File: src/verilog/erdma_pkg.sv
`default_nettype none

package erdma_pkg;

  // ======================================================================
  // widths
  // ======================================================================
  localparam int ADDR_W = 32;              // byte address
  localparam int DATA_W = 64;              // one response word
  localparam int HALF_W = 32;              // one alu / mul operand
  localparam int DIM_W  = 13;              // width and height fields

  // request payload is {word count, address}
  localparam int REQ_W = ADDR_W + DIM_W;

  // context entry is {last, word count}
  localparam int CQ_W = DIM_W + 1;

  // ======================================================================
  // enums
  // ======================================================================
  typedef enum logic [1:0] {
    USE_MUL  = 2'd0,                       // words go to the mul stream only
    USE_ALU  = 2'd1,                       // words go to the alu stream only
    USE_BOTH = 2'd2                        // low half to alu, high half to mul
  } erdma_use_e;

  typedef enum logic {
    IG_IDLE = 1'b0,
    IG_REQ  = 1'b1                         // walking the lines of a layer
  } ig_state_e;

  typedef enum logic {
    EG_IDLE = 1'b0,                        // waiting for a context entry
    EG_RUN  = 1'b1                         // draining the words of one line
  } eg_state_e;

endpackage

`default_nettype wire

File: src/verilog/erdma_fifo.sv
`default_nettype none

module erdma_fifo #(
  parameter int DEPTH = 8,
  parameter int WIDTH = 16
) (
  input  wire               nvdla_core_clk,
  input  wire               nvdla_core_rstn,
  input  wire               wr_valid,
  output logic              wr_ready,
  input  wire [WIDTH-1:0]   wr_pd,
  output logic              rd_valid,
  input  wire               rd_ready,
  output logic [WIDTH-1:0]  rd_pd
);

  localparam int PTR_W = (DEPTH > 1) ? $clog2(DEPTH) : 1;
  localparam int CNT_W = $clog2(DEPTH + 1);

  logic [WIDTH-1:0] mem [DEPTH];
  logic [PTR_W-1:0] wr_ptr;
  logic [PTR_W-1:0] rd_ptr;
  logic [CNT_W-1:0] count;
  logic             wr_fire;
  logic             rd_fire;

  assign wr_ready = (count != CNT_W'(DEPTH));   // full means not ready
  assign rd_valid = (count != '0);
  assign rd_pd    = mem[rd_ptr];                // head straight from storage flops
  assign wr_fire  = wr_valid & wr_ready;
  assign rd_fire  = rd_valid & rd_ready;

  always_ff @(posedge nvdla_core_clk) begin
    if (wr_fire) begin
      mem[wr_ptr] <= wr_pd;
    end
  end

  always_ff @(posedge nvdla_core_clk or negedge nvdla_core_rstn) begin
    if (!nvdla_core_rstn) begin
      wr_ptr <= '0;
      rd_ptr <= '0;
      count  <= '0;
    end else begin
      if (wr_fire) begin
        wr_ptr <= (wr_ptr == PTR_W'(DEPTH - 1)) ? '0 : wr_ptr + 1'b1;
      end
      if (rd_fire) begin
        rd_ptr <= (rd_ptr == PTR_W'(DEPTH - 1)) ? '0 : rd_ptr + 1'b1;
      end
      if (wr_fire & !rd_fire) begin
        count <= count + 1'b1;
      end else if (rd_fire & !wr_fire) begin
        count <= count - 1'b1;
      end
    end
  end

endmodule

`default_nettype wire

File: src/verilog/erdma_ig.sv
`default_nettype none

module erdma_ig import erdma_pkg::*; #(
  parameter int LAT_DEPTH = 32
) (
  input  wire               nvdla_core_clk,
  input  wire               nvdla_core_rstn,
  input  wire               op_load,
  input  wire [ADDR_W-1:0]  base_addr,
  input  wire [ADDR_W-1:0]  line_stride,
  input  wire [DIM_W-1:0]   width,
  input  wire [DIM_W-1:0]   height,
  input  wire               perf_dma_en,
  input  wire               cdt_pop,
  output logic              dma_rd_req_valid,
  output logic [REQ_W-1:0]  dma_rd_req_pd,
  input  wire               dma_rd_req_ready,
  output logic              ig2cq_valid,
  output logic [CQ_W-1:0]   ig2cq_pd,
  input  wire               ig2cq_ready,
  output logic [31:0]       stall_cnt
);

  ig_state_e          state;
  logic [ADDR_W-1:0]  line_addr;
  logic [DIM_W-1:0]   line_cnt;
  logic [DIM_W-1:0]   credit;
  logic [DIM_W-1:0]   cdt_sub;
  logic [DIM_W-1:0]   cdt_add;
  logic               cdt_ok;
  logic               last_line;
  logic               req_issue;

  // ======================================================================
  // request issue
  // ======================================================================
  assign cdt_ok    = (credit >= width);              // whole line fits in lat fifo
  assign last_line = (line_cnt == height - 1'b1);

  // credits and cq room only grow while waiting, so valid holds until taken
  assign dma_rd_req_valid = (state == IG_REQ) & cdt_ok & ig2cq_ready;
  assign ig2cq_valid      = (state == IG_REQ) & cdt_ok & dma_rd_req_ready;
  assign req_issue        = dma_rd_req_valid & dma_rd_req_ready;

  assign dma_rd_req_pd = {width, line_addr};
  assign ig2cq_pd      = {last_line, width};

  // line walker
  always_ff @(posedge nvdla_core_clk or negedge nvdla_core_rstn) begin
    if (!nvdla_core_rstn) begin
      state     <= IG_IDLE;
      line_cnt  <= '0;
      line_addr <= '0;
    end else begin
      case (state)
        IG_IDLE: begin
          if (op_load) begin
            state     <= IG_REQ;
            line_cnt  <= '0;
            line_addr <= base_addr;
          end
        end
        IG_REQ: begin
          if (req_issue) begin
            line_cnt  <= line_cnt + 1'b1;
            line_addr <= line_addr + line_stride;   // next surface line
            if (last_line) begin
              state <= IG_IDLE;
            end
          end
        end
        default: state <= IG_IDLE;
      endcase
    end
  end

  // ======================================================================
  // credits and perf
  // ======================================================================
  assign cdt_sub = req_issue ? width : '0;
  assign cdt_add = cdt_pop ? DIM_W'(1) : '0;

  always_ff @(posedge nvdla_core_clk or negedge nvdla_core_rstn) begin
    if (!nvdla_core_rstn) begin
      credit <= DIM_W'(LAT_DEPTH);                   // lat fifo starts empty
    end else begin
      credit <= credit - cdt_sub + cdt_add;
    end
  end

  always_ff @(posedge nvdla_core_clk or negedge nvdla_core_rstn) begin
    if (!nvdla_core_rstn) begin
      stall_cnt <= '0;
    end else if (op_load) begin
      stall_cnt <= '0;                               // new layer, new count
    end else if (perf_dma_en & dma_rd_req_valid & !dma_rd_req_ready) begin
      stall_cnt <= stall_cnt + 1'b1;
    end
  end

endmodule

`default_nettype wire

File: src/verilog/erdma_eg.sv
`default_nettype none

module erdma_eg import erdma_pkg::*; (
  input  wire                nvdla_core_clk,
  input  wire                nvdla_core_rstn,
  input  wire                op_load,
  input  wire erdma_use_e    data_use,
  input  wire                cq2eg_valid,
  output logic               cq2eg_ready,
  input  wire [CQ_W-1:0]     cq2eg_pd,
  input  wire                lat_valid,
  output logic               lat_ready,
  input  wire [DATA_W-1:0]   lat_pd,
  output logic               cdt_pop,
  output logic               alu_valid,
  input  wire                alu_ready,
  output logic [HALF_W-1:0]  alu_pd,
  output logic               mul_valid,
  input  wire                mul_ready,
  output logic [HALF_W-1:0]  mul_pd,
  output logic               done
);

  eg_state_e          state;
  erdma_use_e         use_q;
  logic [DIM_W-1:0]   words_left;
  logic               last_q;
  logic               busy;              // head word is on the outputs
  logic               half_sel;          // 1 once the low half has gone
  logic               alu_taken;
  logic               mul_taken;
  logic               alu_en;
  logic               mul_en;
  logic               split;
  logic               beat_last;
  logic               alu_fire;
  logic               mul_fire;
  logic               word_done;
  logic               load_word;
  logic               entry_end;

  // ======================================================================
  // unpack rules
  // ======================================================================
  assign alu_en    = (use_q != USE_MUL);
  assign mul_en    = (use_q != USE_ALU);
  assign split     = (use_q != USE_BOTH);         // one stream, two beats per word
  assign beat_last = !split | half_sel;
  assign alu_fire  = alu_valid & alu_ready;
  assign mul_fire  = mul_valid & mul_ready;

  assign load_word = (state == EG_RUN) & !busy & lat_valid;
  assign word_done = busy & (alu_taken | (alu_fire & beat_last))
                          & (mul_taken | (mul_fire & beat_last));
  assign entry_end = word_done & (words_left == DIM_W'(1));

  assign lat_ready   = word_done;                 // pop once both halves are gone
  assign cdt_pop     = lat_valid & lat_ready;
  assign cq2eg_ready = (state == EG_IDLE);

  always_ff @(posedge nvdla_core_clk or negedge nvdla_core_rstn) begin
    if (!nvdla_core_rstn) begin
      use_q <= USE_ALU;
    end else if (op_load) begin
      use_q <= data_use;                          // mode fixed for the layer
    end
  end

  // ======================================================================
  // line tracking
  // ======================================================================
  always_ff @(posedge nvdla_core_clk or negedge nvdla_core_rstn) begin
    if (!nvdla_core_rstn) begin
      state      <= EG_IDLE;
      words_left <= '0;
      last_q     <= 1'b0;
      done       <= 1'b0;
    end else begin
      done <= entry_end & last_q;                 // layer finished
      case (state)
        EG_IDLE: begin
          if (cq2eg_valid) begin
            words_left <= cq2eg_pd[DIM_W-1:0];
            last_q     <= cq2eg_pd[DIM_W];
            state      <= EG_RUN;
          end
        end
        EG_RUN: begin
          if (word_done) begin
            words_left <= words_left - 1'b1;
            if (entry_end) begin
              state <= EG_IDLE;
            end
          end
        end
        default: state <= EG_IDLE;
      endcase
    end
  end

  // ======================================================================
  // output beats
  // ======================================================================
  always_ff @(posedge nvdla_core_clk or negedge nvdla_core_rstn) begin
    if (!nvdla_core_rstn) begin
      busy      <= 1'b0;
      half_sel  <= 1'b0;
      alu_taken <= 1'b0;
      mul_taken <= 1'b0;
      alu_valid <= 1'b0;
      mul_valid <= 1'b0;
    end else if (load_word) begin
      busy      <= 1'b1;
      half_sel  <= 1'b0;
      alu_taken <= !alu_en;                       // idle stream counts as taken
      mul_taken <= !mul_en;
      alu_valid <= alu_en;
      mul_valid <= mul_en;
    end else if (busy) begin
      if (word_done) begin
        busy <= 1'b0;
      end
      if ((alu_fire | mul_fire) & !beat_last) begin
        half_sel <= 1'b1;
      end
      if (alu_fire & beat_last) begin
        alu_valid <= 1'b0;
        alu_taken <= 1'b1;
      end
      if (mul_fire & beat_last) begin
        mul_valid <= 1'b0;
        mul_taken <= 1'b1;
      end
    end
  end

  always_ff @(posedge nvdla_core_clk) begin
    if (load_word) begin
      alu_pd <= lat_pd[HALF_W-1:0];
      mul_pd <= split ? lat_pd[HALF_W-1:0] : lat_pd[DATA_W-1:HALF_W];
    end else begin
      if (alu_fire & !beat_last) begin
        alu_pd <= lat_pd[DATA_W-1:HALF_W];        // high half follows
      end
      if (mul_fire & !beat_last) begin
        mul_pd <= lat_pd[DATA_W-1:HALF_W];
      end
    end
  end

endmodule

`default_nettype wire

File: src/verilog/erdma_top.sv
`default_nettype none

module erdma_top import erdma_pkg::*; #(
  parameter int LAT_DEPTH = 32,
  parameter int CQ_DEPTH  = 8
) (
  input  wire                nvdla_core_clk,
  input  wire                nvdla_core_rstn,
  input  wire                op_en,
  input  wire erdma_use_e    data_use,
  input  wire                perf_dma_en,
  input  wire [ADDR_W-1:0]   base_addr,
  input  wire [ADDR_W-1:0]   line_stride,
  input  wire [DIM_W-1:0]    width,
  input  wire [DIM_W-1:0]    height,
  output logic               done,
  output logic [31:0]        stall_cnt,
  output logic               rd_req_valid,
  output logic [REQ_W-1:0]   rd_req_pd,
  input  wire                rd_req_ready,
  output logic               rd_cdt_lat_fifo_pop,
  input  wire                rd_rsp_valid,
  input  wire [DATA_W-1:0]   rd_rsp_pd,
  output logic               rd_rsp_ready,
  output logic               alu_valid,
  output logic [HALF_W-1:0]  alu_pd,
  input  wire                alu_ready,
  output logic               mul_valid,
  output logic [HALF_W-1:0]  mul_pd,
  input  wire                mul_ready
);

  logic               layer_process;
  logic               op_load;
  logic               ig2cq_valid;
  logic               ig2cq_ready;
  logic [CQ_W-1:0]    ig2cq_pd;
  logic               cq2eg_valid;
  logic               cq2eg_ready;
  logic [CQ_W-1:0]    cq2eg_pd;
  logic               lat_fifo_rd_valid;
  logic               lat_fifo_rd_ready;
  logic [DATA_W-1:0]  lat_fifo_rd_pd;
  logic               cdt_lat_fifo_pop;

  // ======================================================================
  // layer switch
  // ======================================================================
  assign op_load = op_en & !layer_process;        // start only between layers

  always_ff @(posedge nvdla_core_clk or negedge nvdla_core_rstn) begin
    if (!nvdla_core_rstn) begin
      layer_process <= 1'b0;
    end else if (op_load) begin
      layer_process <= 1'b1;
    end else if (done) begin
      layer_process <= 1'b0;
    end
  end

  assign rd_cdt_lat_fifo_pop = cdt_lat_fifo_pop;

  // ======================================================================
  // datapath
  // ======================================================================
  erdma_ig #(.LAT_DEPTH(LAT_DEPTH)) u_ig (
     .nvdla_core_clk   (nvdla_core_clk)
    ,.nvdla_core_rstn  (nvdla_core_rstn)
    ,.op_load          (op_load)
    ,.base_addr        (base_addr)
    ,.line_stride      (line_stride)
    ,.width            (width)
    ,.height           (height)
    ,.perf_dma_en      (perf_dma_en)
    ,.cdt_pop          (cdt_lat_fifo_pop)
    ,.dma_rd_req_valid (rd_req_valid)
    ,.dma_rd_req_pd    (rd_req_pd)
    ,.dma_rd_req_ready (rd_req_ready)
    ,.ig2cq_valid      (ig2cq_valid)
    ,.ig2cq_pd         (ig2cq_pd)
    ,.ig2cq_ready      (ig2cq_ready)
    ,.stall_cnt        (stall_cnt)
  );

  erdma_fifo #(.DEPTH(CQ_DEPTH), .WIDTH(CQ_W)) u_cq (
     .nvdla_core_clk  (nvdla_core_clk)
    ,.nvdla_core_rstn (nvdla_core_rstn)
    ,.wr_valid        (ig2cq_valid)
    ,.wr_ready        (ig2cq_ready)
    ,.wr_pd           (ig2cq_pd)
    ,.rd_valid        (cq2eg_valid)
    ,.rd_ready        (cq2eg_ready)
    ,.rd_pd           (cq2eg_pd)
  );

  // credits keep this from filling, so rd_rsp_ready stays high
  erdma_fifo #(.DEPTH(LAT_DEPTH), .WIDTH(DATA_W)) u_lat_fifo (
     .nvdla_core_clk  (nvdla_core_clk)
    ,.nvdla_core_rstn (nvdla_core_rstn)
    ,.wr_valid        (rd_rsp_valid)
    ,.wr_ready        (rd_rsp_ready)
    ,.wr_pd           (rd_rsp_pd)
    ,.rd_valid        (lat_fifo_rd_valid)
    ,.rd_ready        (lat_fifo_rd_ready)
    ,.rd_pd           (lat_fifo_rd_pd)
  );

  erdma_eg u_eg (
     .nvdla_core_clk  (nvdla_core_clk)
    ,.nvdla_core_rstn (nvdla_core_rstn)
    ,.op_load         (op_load)
    ,.data_use        (data_use)
    ,.cq2eg_valid     (cq2eg_valid)
    ,.cq2eg_ready     (cq2eg_ready)
    ,.cq2eg_pd        (cq2eg_pd)
    ,.lat_valid       (lat_fifo_rd_valid)
    ,.lat_ready       (lat_fifo_rd_ready)
    ,.lat_pd          (lat_fifo_rd_pd)
    ,.cdt_pop         (cdt_lat_fifo_pop)
    ,.alu_valid       (alu_valid)
    ,.alu_ready       (alu_ready)
    ,.alu_pd          (alu_pd)
    ,.mul_valid       (mul_valid)
    ,.mul_ready       (mul_ready)
    ,.mul_pd          (mul_pd)
    ,.done            (done)
  );

endmodule

`default_nettype wire

File: config.mk
export PLATFORM = sky130hd
export DESIGN_NAME = erdma_top
export DESIGN_NICKNAME = d
export VERILOG_FILES = /design/src/verilog/erdma_pkg.sv /design/src/verilog/erdma_fifo.sv /design/src/verilog/erdma_ig.sv /design/src/verilog/erdma_eg.sv /design/src/verilog/erdma_top.sv
export SDC_FILE = /design/constraint.sdc
export NUM_CORES = 2
export LEC_CHECK = 0
export BUFFER_PORTS_ARGS = -buffer_cell sky130_fd_sc_hd__buf_2
export CORE_MARGIN = 2
export CORE_UTILIZATION = 35
export CTS_CLUSTER_DIAMETER = 50
export DETAILED_ROUTE_END_ITERATION = 6
export PLACE_DENSITY_LB_ADDON = 0.15
export SKIP_CTS_REPAIR_TIMING = 1
export SYNTH_ARGS = -nofsm -noshare
export SYNTH_HDL_FRONTEND = slang
export SYNTH_HIERARCHICAL = 1
export SYNTH_SLANG_ARGS = --single-unit
File: constraint.sdc
create_clock -name nvdla_core_clk -period 4.2 [get_ports nvdla_core_clk]
set_clock_uncertainty 0.05 [all_clocks]
set_input_delay 0.84 -clock nvdla_core_clk [delete_from_list [all_inputs] [get_ports nvdla_core_clk]]
set_output_delay 0.84 -clock nvdla_core_clk [all_outputs]
set_load 0.01 [all_outputs]
==> flow_results.xml <==
<?xml version="1.0" encoding="UTF-8"?>
<metrics>
  <group name="routing">
    <metric name="via_count" unit="">48514</metric>
    <metric name="wire_per_inst" unit="um">29.6</metric>
    <metric name="detail_route.vias_per_cell" unit="">5.37</metric>
    <metric name="route.final.wire_length" unit="mm">267</metric>
    <metric name="drc" unit="">0</metric>
    <metric name="drt.antenna.violating_nets" unit="">0</metric>
    <metric name="drt_iter0_drc" unit="">4306</metric>
    <metric name="number_of_iterations_in_the_first_detailed_routing_pass" unit="">7</metric>
  </group>
  <group name="layout">
    <metric name="finalNonFillerCells" unit="">9032</metric>
    <metric name="post_layout_nets" unit="">5478</metric>
    <metric name="synthToLayoutAreaGrowth" unit="%">18.8</metric>
    <metric name="ff_latch_area" unit="mm^2">0.0704</metric>
    <metric name="layout.core_utilization" unit="%">41.7</metric>
    <metric name="most-common-layout-cells" unit="">sky130_fd_sc_hd__edfxtp_1 (2224), sky130_fd_sc_hd__mux4_2 (605), sky130_fd_sc_hd__clkbuf_16 (310)</metric>
    <metric name="final_layout_size_suffix_gt1_share" unit="%">33.8</metric>
    <metric name="fill_cells" unit="">23758</metric>
    <metric name="final_common_cell" unit="">sky130_fd_sc_hd__edfxtp_1</metric>
    <metric name="multiInputGateArea" unit="mm^2">0.0237</metric>
  </group>
  <group name="global_routing">
    <metric name="antenna_found_initial" unit="">41</metric>
    <metric name="grt_start_max_net_pins" unit="">79</metric>
    <metric name="first_global_vias" unit="">49930</metric>
    <metric name="gr-usage-all-layers" unit="%">19.2</metric>
    <metric name="global_route_wire_length_before_repair" unit="mm">380</metric>
    <metric name="grt.overflow.total" unit="">0</metric>
  </group>
  <group name="die">
    <metric name="pin_count" unit="">311</metric>
    <metric name="die_y" unit="um">525</metric>
    <metric name="die_width" unit="um">525</metric>
    <metric name="placeableCoreArea" unit="mm^2">0.271</metric>
    <metric name="placement_rows" unit="">191</metric>
    <metric name="start_util" unit="%">35.1</metric>
    <metric name="die_area" unit="mm^2">0.276</metric>
  </group>
  <group name="cts">
    <metric name="cts_tree" unit="">yes</metric>
    <metric name="ctsHtreeMaxLevel" unit="">5</metric>
    <metric name="worstSkewPairLatency" unit="ns">0.86</metric>
    <metric name="clk_pin_slew" unit="ns">0.06</metric>
    <metric name="number_of_cts_inserted_buffers" unit="">306</metric>
    <metric name="numClockSinks" unit="">2366</metric>
    <metric name="clockRootBuffer" unit="">sky130_fd_sc_hd__clkbuf_16</metric>
    <metric name="cts_buffer_depth" unit="">4</metric>
  </group>
  <group name="timing">
    <metric name="postLayoutSetupSlackWorst" unit="ns">0.0131</metric>
    <metric name="fmaxAchievable" unit="MHz">239</metric>
    <metric name="timing.final.setup_violations" unit="">0</metric>
    <metric name="period_minus_slack" unit="ns">4.19</metric>
    <metric name="timing.final.crit_share" unit="%">99.7</metric>
    <metric name="grt_setup_unrepaired" unit="">true</metric>
    <metric name="finalMaxSlewViolations" unit="">0</metric>
    <metric name="worst_slew_margin_rel" unit="%">33.8</metric>
    <metric name="tightest_slew" unit="ns">0.990</metric>
    <metric name="hold_ws" unit="ns">0.00924</metric>
    <metric name="hold_viol_final" unit="">0</metric>
  </group>
  <group name="place">
    <metric name="numPortBuffers" unit="">310</metric>
    <metric name="place_ws" unit="ns">-0.663</metric>
    <metric name="numPlacedInstances" unit="">8479</metric>
    <metric name="place_hpwl" unit="mm">150</metric>
    <metric name="gp_congestion" unit="">0.774</metric>
  </group>
  <group name="synthesis">
    <metric name="ys.warnings.count" unit="">6</metric>
    <metric name="syn_area" unit="mm^2">0.0950</metric>
    <metric name="syn-instance-count" unit="">4599</metric>
    <metric name="ys_top_cells_by_area" unit="">sky130_fd_sc_hd__edfxtp_1 (70%), sky130_fd_sc_hd__mux4_2 (14%), sky130_fd_sc_hd__dfrtp_1 (3.7%)</metric>
    <metric name="synth.net_count" unit="">4860</metric>
    <metric name="synth_seq_cells" unit="">2366</metric>
    <metric name="yosysUniqueCellTypes" unit="">103</metric>
    <metric name="synth_flop_cell" unit="">sky130_fd_sc_hd__edfxtp_1</metric>
    <metric name="seq_area_frac_synth" unit="%">74.0</metric>
    <metric name="synth_enable_flop_cells" unit="">2224</metric>
    <metric name="synth.largest_area_cell" unit="">sky130_fd_sc_hd__edfxtp_1</metric>
    <metric name="postSynth.asyncResetShare" unit="%">6.00</metric>
    <metric name="syn_avg_cell_area" unit="um^2">20.7</metric>
    <metric name="netlist.area_leader.share" unit="%">70.3</metric>
  </group>
  <group name="setup_path">
    <metric name="crit_arrival" unit="ns">4.88</metric>
    <metric name="critical_path_peak_fanout" unit="">3</metric>
    <metric name="critPathLaunchType" unit="">flip-flop</metric>
    <metric name="criticalPathCategory" unit="">flip-flop to flip-flop</metric>
    <metric name="required" unit="ns">4.90</metric>
    <metric name="setup.worst_path.end_class" unit="">flip-flop</metric>
  </group>
  <group name="pwr">
    <metric name="total_power" unit="mW">77.6</metric>
    <metric name="power.density_cell_area" unit="mW/mm^2">687</metric>
    <metric name="reported_leakage_power" unit="nW">37.4</metric>
    <metric name="power.ir.vdd_worst" unit="uV">392</metric>
  </group>
  <group name="job">
    <metric name="maxCapViolCount" unit="">0</metric>
  </group>
  <group name="min_path">
    <metric name="timing.hold.worst.class" unit="">input pin to asynchronous set/reset pin</metric>
  </group>
  <group name="run_status">
    <metric name="run_status" unit="">finished clean</metric>
  </group>
</metrics>
==> logic make-up (layout without fill, tap and decap cells) <==
family / after synthesis / after routing / synth area share (%)
flip-flops: 2366 / 2366 / 74.0
multiplexers: 801 / 801 / 16.8
AND/OR/NAND/NOR: 591 / 591 / 3.04
AO/OA/AOI/OAI: 362 / 362 / 2.53
buffers and inverters: 296 / 1150 / 1.51
adder cells (fa/ha/maj): 97 / 97 / 1.31
XOR/XNOR: 86 / 86 / 0.793
other: 0 / 9 / 0
==> report_power, final <==
group          leakage, nW  switching, mW  total [mW]  internal, mW
clock                 4.68           10.1        25.2          15.1
combinational         10.9           12.4        23.1          10.7
sequential            21.8           1.16        29.3          28.1
==> layout make-up <==
cell class	count	share of cell area (%)
clock buffers	372	7.13
clock inverters	172	1.47
repair buffers	549	3.94
multi-input cells	1937	21.0
inverters	57	0.194
well taps	3570	3.96
flip-flops and latches	2366	62.3
diodes	9	0.0200
==> final timing paths <==
kind	startpoint	to	slack (ns)	cells after the start
worst max-delay path	u_ig/credit[5]$_DFF_PN1_	u_ig/credit[12]$_DFF_PN0_	0.01	20
worst min-delay path	nvdla_core_rstn	u_ig/credit[2]$_DFF_PN0_	0.009	1
worst max register to register	u_ig/credit[5]$_DFF_PN1_	u_ig/credit[12]$_DFF_PN0_	0.01	20
worst min register to register	u_eg/done$_DFF_PN0_	layer_process$_DFFE_PN0P_	0.41	1
max in group asynchronous	nvdla_core_rstn	u_ig/stall_cnt[26]$_DFFE_PN0P_	3.18	2
min in group nvdla_core_clk	data_use[1]	u_eg/use_q[1]$_DFFE_PN0P_	0.22	3
==> metal layers <==
metal	GRT usage [%]	vias up	wire (um)	share of wire, %
met3	3.29	382	14600	5.5
met1	26.5	26409	116000	44
met4	4.48	14	5370	2.0
met2	31.7	1394	131000	49
met5	0	-	88	0.033
li1	-	20315	-	-
==> flip-flops by register name (all words and copies together) (netlist names), 2 cells and up <==
register and count:
u_eg/words_left 13, u_cq/rd_ptr 3, u_cq/wr_ptr 3, u_lat_fifo/count 6
u_cq/mem 112, u_eg/use_q 2, u_ig/credit 13, u_ig/line_addr 32
u_eg/alu_pd 32, u_eg/mul_pd 32, u_ig/stall_cnt 32, u_cq/count 4
u_ig/line_cnt 13, u_lat_fifo/rd_ptr 5, u_lat_fifo/wr_ptr 5, u_lat_fifo/mem 2048
==> synth_stat cells, types with 31 or more instances <==
cell type                  count
sky130_fd_sc_hd__ha_1         93
sky130_fd_sc_hd__buf_4        50
sky130_fd_sc_hd__mux2_2      126
sky130_fd_sc_hd__xnor2_1      63
sky130_fd_sc_hd__mux4_2      605
sky130_fd_sc_hd__dfrtp_1     140
sky130_fd_sc_hd__nor3_1       33
sky130_fd_sc_hd__nor2_1      155
sky130_fd_sc_hd__mux2i_1      53
sky130_fd_sc_hd__nand3_1      47
sky130_fd_sc_hd__edfxtp_1   2224
sky130_fd_sc_hd__a21oi_1      88
sky130_fd_sc_hd__a21o_1       31
sky130_fd_sc_hd__o21ai_0      83
sky130_fd_sc_hd__nand2_1     206
sky130_fd_sc_hd__buf_2        51
sky130_fd_sc_hd__clkbuf_1    104
sky130_fd_sc_hd__inv_1        55
==> through the flow <==
stage | area [um^2] | setup TNS [ns]
3_5_place_dp | 103000 | -1.98
6_report | 113000 | 0
4_1_cts | 113000 | -0.0881
2_1_floorplan | 95100 | -546.58
5_1_grt | 113000 | -0.142
3_3_place_gp | 103000 | -1.78
==> worst max-delay path: stages (launching register included) <==
cell and delay, ns:
sky130_fd_sc_hd__dfstp_2 0.53, sky130_fd_sc_hd__ha_1 0.22, sky130_fd_sc_hd__and4_1 0.22, sky130_fd_sc_hd__buf_4 0.14, sky130_fd_sc_hd__and3_4 0.17, sky130_fd_sc_hd__a21oi_4 0.19
sky130_fd_sc_hd__nor3_4 0.05, sky130_fd_sc_hd__and2_1 0.14, sky130_fd_sc_hd__ha_1 0.26, sky130_fd_sc_hd__inv_1 0.04, sky130_fd_sc_hd__ha_2 0.17, sky130_fd_sc_hd__fa_2 0.35
sky130_fd_sc_hd__a21o_1 0.18, sky130_fd_sc_hd__a21oi_2 0.17, sky130_fd_sc_hd__o21bai_1 0.10, sky130_fd_sc_hd__a21oi_2 0.19, sky130_fd_sc_hd__nor2b_2 0.07, sky130_fd_sc_hd__o2111ai_1 0.19
sky130_fd_sc_hd__nand3_1 0.16, sky130_fd_sc_hd__o41a_1 0.36, sky130_fd_sc_hd__xnor2_1 0.13
(Power assumes the default switching activity.)
